File: src/hdl/decodePkg.sv
package decodePkg;

typedef struct packed {
    logic [5:0] opcode;
    logic [4:0] rs;
    logic [4:0] rt;
    logic [4:0] rd;
    logic [4:0] shamt;
    logic [5:0] funct;
} rFields_t;

typedef struct packed {
    logic [5:0] opcode;
    logic [4:0] rs;
    logic [4:0] rt;
    logic [15:0] imm;
} iFields_t;

typedef struct packed {
    logic [5:0] opcode;
    logic [25:0] target;
} jFields_t;

// one instruction word, read as R-type or as I/J-type
typedef union packed {
    rFields_t r;
    iFields_t i;
    jFields_t j;
} instrWord_u;

localparam logic [5:0] opSpecial = 6'b000000;
localparam logic [5:0] opRegimm = 6'b000001;
localparam logic [5:0] opJ = 6'b000010;
localparam logic [5:0] opJal = 6'b000011;
localparam logic [5:0] opBeq = 6'b000100;
localparam logic [5:0] opBne = 6'b000101;
localparam logic [5:0] opBlez = 6'b000110;
localparam logic [5:0] opBgtz = 6'b000111;
localparam logic [5:0] opAddi = 6'b001000;
localparam logic [5:0] opAddiu = 6'b001001;
localparam logic [5:0] opSlti = 6'b001010;
localparam logic [5:0] opSltiu = 6'b001011;
localparam logic [5:0] opAndi = 6'b001100;
localparam logic [5:0] opOri = 6'b001101;
localparam logic [5:0] opXori = 6'b001110;
localparam logic [5:0] opLui = 6'b001111;
localparam logic [5:0] opBeql = 6'b010100;
localparam logic [5:0] opBnel = 6'b010101;
localparam logic [5:0] opBlezl = 6'b010110;
localparam logic [5:0] opBgtzl = 6'b010111;
localparam logic [5:0] opLb = 6'b100000;
localparam logic [5:0] opLh = 6'b100001;
localparam logic [5:0] opLw = 6'b100011;
localparam logic [5:0] opLbu = 6'b100100;
localparam logic [5:0] opLhu = 6'b100101;
localparam logic [5:0] opSb = 6'b101000;
localparam logic [5:0] opSh = 6'b101001;
localparam logic [5:0] opSw = 6'b101011;

localparam logic [5:0] fnSll = 6'b000000;
localparam logic [5:0] fnSrl = 6'b000010;
localparam logic [5:0] fnSra = 6'b000011;
localparam logic [5:0] fnSllv = 6'b000100;
localparam logic [5:0] fnSrlv = 6'b000110;
localparam logic [5:0] fnSrav = 6'b000111;
localparam logic [5:0] fnJr = 6'b001000;
localparam logic [5:0] fnJalr = 6'b001001;
localparam logic [5:0] fnSyscall = 6'b001100;
localparam logic [5:0] fnBreak = 6'b001101;
localparam logic [5:0] fnMfhi = 6'b010000;
localparam logic [5:0] fnMthi = 6'b010001;
localparam logic [5:0] fnMflo = 6'b010010;
localparam logic [5:0] fnMtlo = 6'b010011;
localparam logic [5:0] fnMult = 6'b011000;
localparam logic [5:0] fnMultu = 6'b011001;
localparam logic [5:0] fnDiv = 6'b011010;
localparam logic [5:0] fnDivu = 6'b011011;
localparam logic [5:0] fnAdd = 6'b100000;
localparam logic [5:0] fnAddu = 6'b100001;
localparam logic [5:0] fnSub = 6'b100010;
localparam logic [5:0] fnSubu = 6'b100011;
localparam logic [5:0] fnAnd = 6'b100100;
localparam logic [5:0] fnOr = 6'b100101;
localparam logic [5:0] fnXor = 6'b100110;
localparam logic [5:0] fnNor = 6'b100111;
localparam logic [5:0] fnSlt = 6'b101010;
localparam logic [5:0] fnSltu = 6'b101011;

// REGIMM branches, keyed on the rt field
localparam logic [4:0] rtBltz = 5'b00000;
localparam logic [4:0] rtBgez = 5'b00001;
localparam logic [4:0] rtBltzl = 5'b00010;
localparam logic [4:0] rtBgezl = 5'b00011;
localparam logic [4:0] rtBltzal = 5'b10000;
localparam logic [4:0] rtBgezal = 5'b10001;
localparam logic [4:0] rtBltzall = 5'b10010;
localparam logic [4:0] rtBgezall = 5'b10011;

typedef enum logic [3:0] {
    aluAdd, aluSub, aluAnd, aluOr, aluNor, aluXor,
    aluShiftLeft, aluShiftRight, aluArithShiftRight, aluSlt, aluSltu
} aluOp_e;

typedef enum logic [2:0] {
    mulDisabled, mulMult, mulMultu, mulDiv, mulDivu, mulSetHi, mulSetLo
} mulOp_e;

typedef enum logic [2:0] {
    cmpNone, cmpEqual, cmpNotEqual, cmpLessThanZero,
    cmpGreaterEqualZero, cmpLessEqualZero, cmpGreaterThanZero
} cmpOp_e;

typedef enum logic [2:0] {grfNone, grfAlu, grfMem, grfMul, grfPc} grfSrc_e;
typedef enum logic [1:0] {memByte, memHalf, memWord} memWidth_e;
typedef enum logic [1:0] {excNone, excSyscall, excBreak, excUnknown} exception_e;
typedef enum logic {absJumpRegister, absJumpImmediate} absJumpLoc_e;

typedef struct packed {
    logic [4:0] regRead1;
    logic [4:0] regRead2;
    logic [4:0] destinationRegister;
    logic [31:0] immediate;
    logic aluSrc;             // immediate replaces second operand
    aluOp_e aluCtrl;
    logic checkOverflow;
    mulOp_e mulCtrl;
    logic mulEnable;
    logic mulOutputSel;       // 1 selects hi
    cmpOp_e cmpCtrl;
    logic branch;
    logic branchLikely;
    logic absJump;
    absJumpLoc_e absJumpLoc;
    logic memLoad;
    logic memStore;
    memWidth_e memWidthCtrl;
    logic memReadSignExtend;
    grfSrc_e grfWriteSource;
    exception_e generateException;
} controlSignals_t;

typedef struct packed {
    logic hit;
    controlSignals_t ctrl;
} partialDecode_t;

localparam controlSignals_t kControlNop = '{
    regRead1: 5'd0,
    regRead2: 5'd0,
    destinationRegister: 5'd0,
    immediate: 32'd0,
    aluSrc: 1'b0,
    aluCtrl: aluAdd,
    checkOverflow: 1'b0,
    mulCtrl: mulDisabled,
    mulEnable: 1'b0,
    mulOutputSel: 1'b0,
    cmpCtrl: cmpNone,
    branch: 1'b0,
    branchLikely: 1'b0,
    absJump: 1'b0,
    absJumpLoc: absJumpRegister,
    memLoad: 1'b0,
    memStore: 1'b0,
    memWidthCtrl: memByte,
    memReadSignExtend: 1'b0,
    grfWriteSource: grfNone,
    generateException: excNone
};

endpackage

File: src/hdl/specialOpDecoder.sv
module specialOpDecoder
(
    input decodePkg::instrWord_u word,
    output decodePkg::partialDecode_t result
);

decodePkg::rFields_t rView;
decodePkg::aluOp_e aluOp;
decodePkg::mulOp_e mulOp;
decodePkg::controlSignals_t ctrl;
logic known;

assign rView = word.r;

// operation per function code, shared by the forms below
always_comb
begin
    aluOp = decodePkg::aluAdd;
    mulOp = decodePkg::mulDisabled;
    case (rView.funct)
        decodePkg::fnSub, decodePkg::fnSubu: aluOp = decodePkg::aluSub;
        decodePkg::fnAnd: aluOp = decodePkg::aluAnd;
        decodePkg::fnOr: aluOp = decodePkg::aluOr;
        decodePkg::fnNor: aluOp = decodePkg::aluNor;
        decodePkg::fnXor: aluOp = decodePkg::aluXor;
        decodePkg::fnSlt: aluOp = decodePkg::aluSlt;
        decodePkg::fnSltu: aluOp = decodePkg::aluSltu;
        decodePkg::fnSll, decodePkg::fnSllv: aluOp = decodePkg::aluShiftLeft;
        decodePkg::fnSrl, decodePkg::fnSrlv: aluOp = decodePkg::aluShiftRight;
        decodePkg::fnSra, decodePkg::fnSrav: aluOp = decodePkg::aluArithShiftRight;
        decodePkg::fnMult: mulOp = decodePkg::mulMult;
        decodePkg::fnMultu: mulOp = decodePkg::mulMultu;
        decodePkg::fnDiv: mulOp = decodePkg::mulDiv;
        decodePkg::fnDivu: mulOp = decodePkg::mulDivu;
        decodePkg::fnMthi: mulOp = decodePkg::mulSetHi;
        decodePkg::fnMtlo: mulOp = decodePkg::mulSetLo;
        default: aluOp = decodePkg::aluAdd;
    endcase
end

always_comb
begin
    ctrl = decodePkg::kControlNop;
    known = 1'b1;
    case (rView.funct)
        decodePkg::fnAdd, decodePkg::fnAddu, decodePkg::fnSub, decodePkg::fnSubu,
        decodePkg::fnAnd, decodePkg::fnOr, decodePkg::fnXor, decodePkg::fnNor,
        decodePkg::fnSlt, decodePkg::fnSltu:
        begin
            ctrl.regRead1 = rView.rs;
            ctrl.regRead2 = rView.rt;
            ctrl.destinationRegister = rView.rd;
            ctrl.grfWriteSource = decodePkg::grfAlu;
            ctrl.aluCtrl = aluOp;
            ctrl.checkOverflow = (rView.funct == decodePkg::fnAdd) ||
                                 (rView.funct == decodePkg::fnSub);
        end
        decodePkg::fnSll, decodePkg::fnSrl, decodePkg::fnSra:
        begin
            ctrl.regRead1 = rView.rt;   // shifted value
            ctrl.destinationRegister = rView.rd;
            ctrl.grfWriteSource = decodePkg::grfAlu;
            ctrl.aluCtrl = aluOp;
            ctrl.aluSrc = 1'b1;
            ctrl.immediate = {27'd0, rView.shamt};
        end
        decodePkg::fnSllv, decodePkg::fnSrlv, decodePkg::fnSrav:
        begin
            ctrl.regRead1 = rView.rt;
            ctrl.regRead2 = rView.rs;   // shift amount
            ctrl.destinationRegister = rView.rd;
            ctrl.grfWriteSource = decodePkg::grfAlu;
            ctrl.aluCtrl = aluOp;
        end
        decodePkg::fnMult, decodePkg::fnMultu, decodePkg::fnDiv, decodePkg::fnDivu:
        begin
            ctrl.regRead1 = rView.rs;
            ctrl.regRead2 = rView.rt;
            ctrl.mulCtrl = mulOp;
        end
        decodePkg::fnMthi, decodePkg::fnMtlo:
        begin
            ctrl.regRead1 = rView.rs;
            ctrl.mulCtrl = mulOp;
        end
        decodePkg::fnMfhi, decodePkg::fnMflo:
        begin
            ctrl.destinationRegister = rView.rd;
            ctrl.grfWriteSource = decodePkg::grfMul;
            ctrl.mulOutputSel = rView.funct == decodePkg::fnMfhi;
        end
        decodePkg::fnJr, decodePkg::fnJalr:
        begin
            ctrl.regRead1 = rView.rs;
            ctrl.absJump = 1'b1;
            ctrl.absJumpLoc = decodePkg::absJumpRegister;
            if (rView.funct == decodePkg::fnJalr)
            begin
                ctrl.grfWriteSource = decodePkg::grfPc;
                ctrl.destinationRegister = rView.rd;   // jalr links to rd
            end
        end
        decodePkg::fnSyscall: ctrl.generateException = decodePkg::excSyscall;
        decodePkg::fnBreak: ctrl.generateException = decodePkg::excBreak;
        default: known = 1'b0;
    endcase
end

assign result = '{hit: known && (rView.opcode == decodePkg::opSpecial), ctrl: ctrl};

endmodule

File: src/hdl/primaryOpDecoder.sv
module primaryOpDecoder
(
    input decodePkg::instrWord_u word,
    output decodePkg::partialDecode_t result
);

localparam logic [4:0] linkRegister = 5'd31;

decodePkg::iFields_t iView;
decodePkg::jFields_t jView;
logic [31:0] signImm;
logic [31:0] zeroImm;
logic [31:0] upperImm;
logic [31:0] targetImm;
decodePkg::controlSignals_t ctrl;
logic known;

function automatic decodePkg::memWidth_e widthOf(input logic [5:0] opcode);
    case (opcode)
        decodePkg::opLb, decodePkg::opLbu, decodePkg::opSb: return decodePkg::memByte;
        decodePkg::opLh, decodePkg::opLhu, decodePkg::opSh: return decodePkg::memHalf;
        default: return decodePkg::memWord;
    endcase
endfunction

assign iView = word.i;
assign jView = word.j;
assign signImm = {{16{iView.imm[15]}}, iView.imm};
assign zeroImm = {16'd0, iView.imm};
assign upperImm = {iView.imm, 16'd0};      // lui
assign targetImm = {6'd0, jView.target};

always_comb
begin
    ctrl = decodePkg::kControlNop;
    known = 1'b1;
    case (iView.opcode)
        decodePkg::opAddi, decodePkg::opAddiu, decodePkg::opSlti, decodePkg::opSltiu,
        decodePkg::opAndi, decodePkg::opOri, decodePkg::opXori, decodePkg::opLui:
        begin
            ctrl.regRead1 = iView.rs;
            ctrl.destinationRegister = iView.rt;
            ctrl.grfWriteSource = decodePkg::grfAlu;
            ctrl.aluSrc = 1'b1;
            ctrl.immediate = signImm;
            ctrl.checkOverflow = iView.opcode == decodePkg::opAddi;
            case (iView.opcode)
                decodePkg::opSlti: ctrl.aluCtrl = decodePkg::aluSlt;
                decodePkg::opSltiu: ctrl.aluCtrl = decodePkg::aluSltu;
                decodePkg::opAndi:
                begin
                    ctrl.aluCtrl = decodePkg::aluAnd;
                    ctrl.immediate = zeroImm;
                end
                decodePkg::opOri:
                begin
                    ctrl.aluCtrl = decodePkg::aluOr;
                    ctrl.immediate = zeroImm;
                end
                decodePkg::opXori:
                begin
                    ctrl.aluCtrl = decodePkg::aluXor;
                    ctrl.immediate = zeroImm;
                end
                decodePkg::opLui: ctrl.immediate = upperImm;   // added to rs, normally $zero
                default: ctrl.aluCtrl = decodePkg::aluAdd;
            endcase
        end
        decodePkg::opLb, decodePkg::opLh, decodePkg::opLw, decodePkg::opLbu, decodePkg::opLhu:
        begin
            ctrl.regRead1 = iView.rs;
            ctrl.destinationRegister = iView.rt;
            ctrl.grfWriteSource = decodePkg::grfMem;
            ctrl.memLoad = 1'b1;
            ctrl.immediate = signImm;
            ctrl.memWidthCtrl = widthOf(iView.opcode);
            ctrl.memReadSignExtend = (iView.opcode == decodePkg::opLb) ||
                                     (iView.opcode == decodePkg::opLh);
        end
        decodePkg::opSb, decodePkg::opSh, decodePkg::opSw:
        begin
            ctrl.regRead1 = iView.rs;
            ctrl.regRead2 = iView.rt;   // store data
            ctrl.memStore = 1'b1;
            ctrl.immediate = signImm;
            ctrl.memWidthCtrl = widthOf(iView.opcode);
        end
        decodePkg::opBeq, decodePkg::opBne, decodePkg::opBeql, decodePkg::opBnel:
        begin
            ctrl.regRead1 = iView.rs;
            ctrl.regRead2 = iView.rt;
            ctrl.branch = 1'b1;
            ctrl.immediate = signImm;
            ctrl.cmpCtrl = (iView.opcode == decodePkg::opBeq || iView.opcode == decodePkg::opBeql)
                ? decodePkg::cmpEqual : decodePkg::cmpNotEqual;
            ctrl.branchLikely = (iView.opcode == decodePkg::opBeql) ||
                                (iView.opcode == decodePkg::opBnel);
        end
        decodePkg::opBlez, decodePkg::opBgtz, decodePkg::opBlezl, decodePkg::opBgtzl:
        begin
            ctrl.regRead1 = iView.rs;
            ctrl.branch = 1'b1;
            ctrl.immediate = signImm;
            ctrl.cmpCtrl = (iView.opcode == decodePkg::opBlez || iView.opcode == decodePkg::opBlezl)
                ? decodePkg::cmpLessEqualZero : decodePkg::cmpGreaterThanZero;
            ctrl.branchLikely = (iView.opcode == decodePkg::opBlezl) ||
                                (iView.opcode == decodePkg::opBgtzl);
        end
        decodePkg::opRegimm:
        begin
            ctrl.regRead1 = iView.rs;
            ctrl.branch = 1'b1;
            ctrl.immediate = signImm;
            // rt bit 0 picks the compare, bit 1 likely, bit 4 link
            ctrl.cmpCtrl = iView.rt[0] ? decodePkg::cmpGreaterEqualZero
                                       : decodePkg::cmpLessThanZero;
            ctrl.branchLikely = iView.rt[1];
            if (iView.rt[4])
            begin
                ctrl.grfWriteSource = decodePkg::grfPc;
                ctrl.destinationRegister = linkRegister;
            end
            known = iView.rt inside {decodePkg::rtBltz, decodePkg::rtBgez, decodePkg::rtBltzl,
                                     decodePkg::rtBgezl, decodePkg::rtBltzal, decodePkg::rtBgezal,
                                     decodePkg::rtBltzall, decodePkg::rtBgezall};
        end
        decodePkg::opJ, decodePkg::opJal:
        begin
            ctrl.absJump = 1'b1;
            ctrl.absJumpLoc = decodePkg::absJumpImmediate;
            ctrl.immediate = targetImm;
            if (jView.opcode == decodePkg::opJal)
            begin
                ctrl.grfWriteSource = decodePkg::grfPc;
                ctrl.destinationRegister = linkRegister;
            end
        end
        default: known = 1'b0;
    endcase
end

assign result = '{hit: known, ctrl: ctrl};

endmodule

File: src/hdl/controlMerge.sv
module controlMerge #(
    parameter bit implementLikely = 1'b1
)(
    input logic clk,
    input logic rstN,
    input logic bubble,
    input decodePkg::partialDecode_t specialResult,
    input decodePkg::partialDecode_t primaryResult,
    output decodePkg::controlSignals_t controls
);

decodePkg::controlSignals_t unknownWord;
decodePkg::controlSignals_t selected;

always_comb
begin
    unknownWord = decodePkg::kControlNop;
    unknownWord.generateException = decodePkg::excUnknown;
end

// at most one decoder claims a word
always_comb
begin
    if (specialResult.hit)
        selected = specialResult.ctrl;
    else if (primaryResult.hit)
        selected = primaryResult.ctrl;
    else
        selected = unknownWord;
    if (!implementLikely && selected.branchLikely)
        selected = unknownWord;   // likely forms not supported
    selected.mulEnable = selected.mulCtrl != decodePkg::mulDisabled;
end

always_ff @(posedge clk or negedge rstN)
begin
    if (!rstN)
        controls <= decodePkg::kControlNop;
    else if (bubble)
        controls <= decodePkg::kControlNop;
    else
        controls <= selected;
end

endmodule

File: src/hdl/instructionDecoder.sv
module instructionDecoder #(
    parameter bit implementLikely = 1'b1
)(
    input logic clk,
    input logic rstN,
    input logic [31:0] instruction,
    input logic bubble,
    output decodePkg::controlSignals_t controls
);

decodePkg::instrWord_u word;
decodePkg::partialDecode_t specialResult;
decodePkg::partialDecode_t primaryResult;

assign word = decodePkg::instrWord_u'(instruction);

specialOpDecoder u_specialOpDecoder (
    .word(word),
    .result(specialResult)
);

primaryOpDecoder u_primaryOpDecoder (
    .word(word),
    .result(primaryResult)
);

controlMerge #(
    .implementLikely(implementLikely)
) u_controlMerge (
    .clk(clk),
    .rstN(rstN),
    .bubble(bubble),
    .specialResult(specialResult),
    .primaryResult(primaryResult),
    .controls(controls)
);

endmodule

File: config.mk
export PLATFORM = sky130hd
export DESIGN_NAME = instructionDecoder
export DESIGN_NICKNAME = d
export VERILOG_FILES = /design/src/hdl/decodePkg.sv /design/src/hdl/specialOpDecoder.sv /design/src/hdl/primaryOpDecoder.sv /design/src/hdl/controlMerge.sv /design/src/hdl/instructionDecoder.sv
export SDC_FILE = /design/constraint.sdc
export NUM_CORES = 1
export LEC_CHECK = 0
export BUFFER_PORTS_ARGS = -buffer_cell sky130_fd_sc_hd__buf_2
export CAP_MARGIN = 20
export CORE_ASPECT_RATIO = 0.9
export CORE_MARGIN = 8
export CORE_UTILIZATION = 30
export CTS_CLUSTER_SIZE = 10
export DETAILED_ROUTE_END_ITERATION = 6
export PLACE_DENSITY = 0.55
export SLEW_MARGIN = 20
export SYNTH_ARGS = -nofsm -noshare
export SYNTH_HDL_FRONTEND = slang
export SYNTH_SLANG_ARGS = --single-unit
File: constraint.sdc
create_clock -name clk -period 0.8 [get_ports clk]
set_input_delay 0.04 -clock clk [delete_from_list [all_inputs] [get_ports clk]]
set_output_delay 0.04 -clock clk [all_outputs]
set_load 0.05 [all_outputs]
# After elaboration in Yosys (flattened, before gate mapping)
# Cells that the tools add are included.
# totals
reg_bits	75
wordCells	167
output_inout_bits	75
inputBits	35
# classes
muxes	42
n_eq_ne	61
reduce_logical	43
# ops
cell	n
$mux 75	3
$eq 6x6->1 const B	18
$pmux 32 s3	1
$eq 6x4->1 const B	12
$eq 6x5->1 const B	12
$pmux 32 s2	1
$eq 6x3->1 const B	7
$pmux 4 s10	1
$reduce_or 18->1	2
$pmux 5 s2	3
$pmux 5 s3	2
$reduce_or 28->1	1
$reduce_or 26->1	1
$mux 5	5
$reduce_or 25->1	1
$eq 6x2->1 const B	4
$eq 5x5->1 const B	4
$pmux 4 s5	1
$pmux 3 s6	1
$reduce_or 3->1	6
$reduce_or 17->1	1
$reduce_or 16->1	1
$reduce_or 8->1	2
$mux 3	5
other kinds (25)	51

# Logic depth before layout (Yosys ltp)
# depth
word_depth	8
ltp_mapped	8
depth_no_buf	6

# Hierarchy
# A second synthesis with hierarchy kept.
# unflattened
cells_unflattened	577
area_unflattened_um2	5053.6
# modules_own_cells
module	area_each_um2	cells_per_inst	instances	seq_area_each_um2
controlMerge	3083.0	255	1	1876.8
primaryOpDecoder	1059.8	185	1	0.0
specialOpDecoder	910.9	137	1	0.0

# Worst setup path after synthesis
# OpenSTA, ideal clock, no wires.
# synth_timing
path_type	input port to flip-flop
startpoint	in instruction[29]
endpoint	reg, netlist name u_controlMerge.controls[3]
setup_ns	0.096
n_path_buf	1
setup_slack_ns	-1.026
required_ns	0.704
cell_stages	6
arrival_time_ns	1.730
path_cell_list	buf_6 -> or4_4 -> nor4_4 -> nand3b_2 -> or4_4 -> o31ai_1
# synth_via
elab_chain_len	6
elab_cells_between_ends	38
classes_between	eq/ne (27); mux (5); reduce/logical (6)
# synth_rtl
item	line	text
start, declared	instructionDecoder.sv:6	input logic [31:0] instruction,
$eq 6x6->1, or another cell as far along	primaryOpDecoder.sv:37	case (iView.opcode)
$reduce_or 26->1 (no line), or another cell as far along	-	
$pmux 1 s2 or $pmux 3 s4 (tied branches)	primaryOpDecoder.sv:37	
$mux 75	controlMerge.sv:26	else if (primaryResult.hit)
$mux 75 *	controlMerge.sv:24	if (specialResult.hit)
$mux 75 *	controlMerge.sv:39	else if (bubble)
# Every way passes the cells marked *; elsewhere a longest branch is shown, timed or not.

# Final worst setup path
# layout_timing
startpoint	in instruction[28]
endpoint	reg, netlist name u_controlMerge.controls[69]
# layout_via
elab_chain_len	6
elab_cells_between_ends	36
classes_between	eq/ne (27); mux (5); reduce/logical (4)
# layout_rtl
item	line
$eq 6x6->1, or another cell as far along	primaryOpDecoder.sv:37
$reduce_or 26->1 (no line) or $reduce_or 7->1 (tied branches)	-
$pmux 1 s2 or $mux 5 (tied branches)	primaryOpDecoder.sv:37
$mux 75	controlMerge.sv:26
$mux 75 *	controlMerge.sv:24
$mux 75 *	controlMerge.sv:39
# Marks and branches as above.

==> impl_metrics.yaml <==
placed_design:
  hpwl_mm: 9.28
  gp_congestion: 0.912
  portBuffers: 109
cts:
  clk_pin_slew_worst_paths_ps: 60
  htreeDepth: 3
  cts.hold.buffers_added: 16
  clockBufferDepth: 2
  cts.sinks: 75
  cts_tree: "built"
  cts_root_buffer: "clkbuf_16"
  cts_buffers: 9
worst_setup_path:
  cp_slowest_cell: "or4_4"
  criticalPathCategory: "primary input to register"
  crit_family: "simple AND/OR/NAND/NOR gates"
  worstPathRequired_ps: 1060
  crit_fanout: 5
  startpoint_type: "primary input"
  path_cells: "buf_6 -> or4_4 -> buf_6 -> nor3_4 -> buf_4 -> buf_6 -> o21ai_4 -> a21oi_4 -> a22o_1"
  crit_top_cell: "buf_6"
  cp_num_buf_inv: 4
  cp_slowest_stage_delay_ps: 590
  cp.arrival_ps: 1840
  cp-end-kind: "register"
die:
  core_sq_um: 11800
  placementRows: 38
  num_io_pins: 110
  die-area_sq_um: 15700
  start_util: 0.303
  die_w_microns: 131
  die_h_microns: 120
final_layout:
  area_delta_synth_final_pct: 78.8
  largest_reg_flops: 75
  regMostFlops: "u_controlMerge.controls"
  n_antenna_cell: 0
  top_regs: "u_controlMerge.controls x75"
  final_nets: 600
  drive_above_1_share: 0.518
  multi_input_area_sq_um: 1970
  nFillCells: 1024
  seq_area_sq_um: 1880
detailed_routing:
  drt_iter0_markers: 337
  via_per_inst: 5.00
  first_pass_iters: 4
  antenna_left: 0
  post_drt_wl_per_cell_microns: 18.1
  drc_errors: 0
  dr_total_vias: 3646
  wirelength_mm: 13.2
global_route:
  grt_pass1_vias: 3883
  antenna_found_initial: 0
  grt_max_degree: 46
  grt_overflow: 0
  grtUsageTotal: 0.170
  grt_pass1_wl_mm: 21.7
logic_synthesis:
  synth_area_sq_um: 3580
  yosysUniqueCellTypes: 55
  yosys_register_bits: 75
  synthFlopType: "dfrtp_1"
  synth_seq_area_share: 0.524
  synth_mux_area_frac: 0
  synth-edff-count: 0
  syn_nets: 388
  synth-compound-area-share: 0.241
  yosys.area_share.simple: 0.194
  ys_warn_count: 0
  netlist_instances: 353
  async_flop_share: 1.00
  postSynthAreaPerCell_sq_um: 10.1
  synthAdderAreaFrac: 0.00279
  synth-xor-area-share: 0
  synth_top_family_by_area: "compound AO/OA/AOI/OAI gates"
power:
  power.total_w: 0.0100
  p_int_w: 0.00712
  power_frac_seq: 0.390
  swShare: 0.291
  combPwrFrac: 0.203
  p_sw_w: 0.00293
  power_density_nw_per_um2: 1570
  pwr-share-clk: 0.406
  p_leak_nw: 2.89
  ir_drop_mv: 0.868
sta:
  slew_violations: 0
  setup-violations-final: 149
  period_minus_slack_ps: 1570
  slew-limit-headroom: 0.734
  worst_pin_slew_ps: 398
  rsz0062_at_grt: "yes"
  holdWs_ps: -0.590
  tns_ps: -52990
  fin_ws_ps: -772
  fin_crit_sh: 1.97
  fmax_ghz: 0.636
  hold_viol: 1
outcome:
  violations: "hold timing, setup timing"
  outcome: "complete, but fails checks"
job:
  cap_violations: 0
worst_hold_path:
  hold_path.class: "primary input to register"
## power groups by stage
stage	combinational, W	sequential, W	clock, W
global placement	0.00165	0.00397	0
floorplan	0.000582	0.00427	0
finish	0.00204	0.00392	0.00408
detailed placement	0.00166	0.00397	0
global route	0.00218	0.00393	0.00433
CTS	0.00196	0.00392	0.00416
## timing repair
action / in CTS / in global routing
resized for setup: 204 / 30
pin swaps: 19 / 20
gates cloned: 1 / 0
endpoints found under the hold margin: 107 / 1
setup endpoints to repair: 150 / 150
buffers inserted: 8 / 4
## synthesized netlist by cell type, drive strengths merged, types with 3 or more instances
cell,n,area [sq um]
o21a,3,22.5
a211oi,5,37.5
clkbuf,19,71.3
a22oi,14,105
o21ai,16,80.1
nand3,6,30.0
nor4,6,73.8
buf,7,51.3
nand2,30,113
o2bb2ai,11,96.3
nor3,7,56.3
and2,13,81.3
a31o,3,26.3
or4,3,30.0
nor2,28,108
a21oi,40,211
nand2b,16,100
dfrtp,75,1880
nor2b,6,37.5
a22o,10,87.6
inv,3,11.3
## metal layers
layer / up-vias / GRT usage / wire, microns
met5: - / 0 / 0
met4: 0 / 0.0377 / 113
met3: 8 / 0.0530 / 885
met2: 123 / 0.268 / 6250
met1: 1801 / 0.224 / 5970
li1: 1714 / - / -
## cell type report
cell class / count / area share
clock buffer: 9 / 0.0352
sequential: 75 / 0.293
inverter: 4 / 0.00234
tap: 160 / 0.0313
clock inverter: 6 / 0.0102
timing repair buffer: 227 / 0.321
multi-input combinational: 248 / 0.307
## cell families (layout without fill, tap and decap cells)
| kind of cell | count (synthesis) | after routing |
|---|---|---|
| flip-flops | 75 | 75 |
| adder cells (fa/ha/maj) | 1 | 1 |
| AND/OR/NAND/NOR | 123 | 123 |
| buffers and inverters | 30 | 246 |
| AO/OA/AOI/OAI | 124 | 124 |
## through the flow
| step | utilization | std cells | setup slack, ps | area [sq um] | hold slack, ps |
|---|---|---|---|---|---|
| 2_1_floorplan | - | 353 | -934 | 3660 | -256 |
| 3_3_place_gp | 0.421 | 686 | -1150 | 4980 | -154 |
| 3_5_place_dp | 0.421 | 686 | -1130 | 4980 | -154 |
| 4_1_cts | 0.527 | 725 | -709 | 6240 | 12.3 |
| 5_1_grt | 0.541 | 729 | -776 | 6410 | -7.48 |
| 6_report | 0.541 | 729 | -772 | 6410 | -0.590 |
## placed cells by master (no fill, tap or decap), drive strengths merged, types with 7 or more instances in the layout
| cell | n |
|---|---|
| o21ai | 16 |
| nor3 | 7 |
| a22o | 10 |
| dlygate4sd3 | 16 |
| dfrtp | 75 |
| nand2 | 30 |
| buf | 211 |
| and2 | 13 |
| nand2b | 16 |
| o2bb2ai | 11 |
| a21oi | 40 |
| a22oi | 14 |
| nor2 | 28 |
| clkbuf | 9 |
## worst min-delay path, cell delays in order
cell,delay [ps]
buf_8,90
buf_4,120
a2111oi_2,50
## final timing paths
path / start / end / cells past startpoint
max: instruction[28] / u_controlMerge.controls[69] / 9
min: instruction[29] / u_controlMerge.controls[6] / 3
max in group asynchronous: rstN / u_controlMerge.controls[64] / 3
min in group asynchronous: rstN / u_controlMerge.controls[37] / 2
No activity file was read; power rests on OpenSTA's default activity.
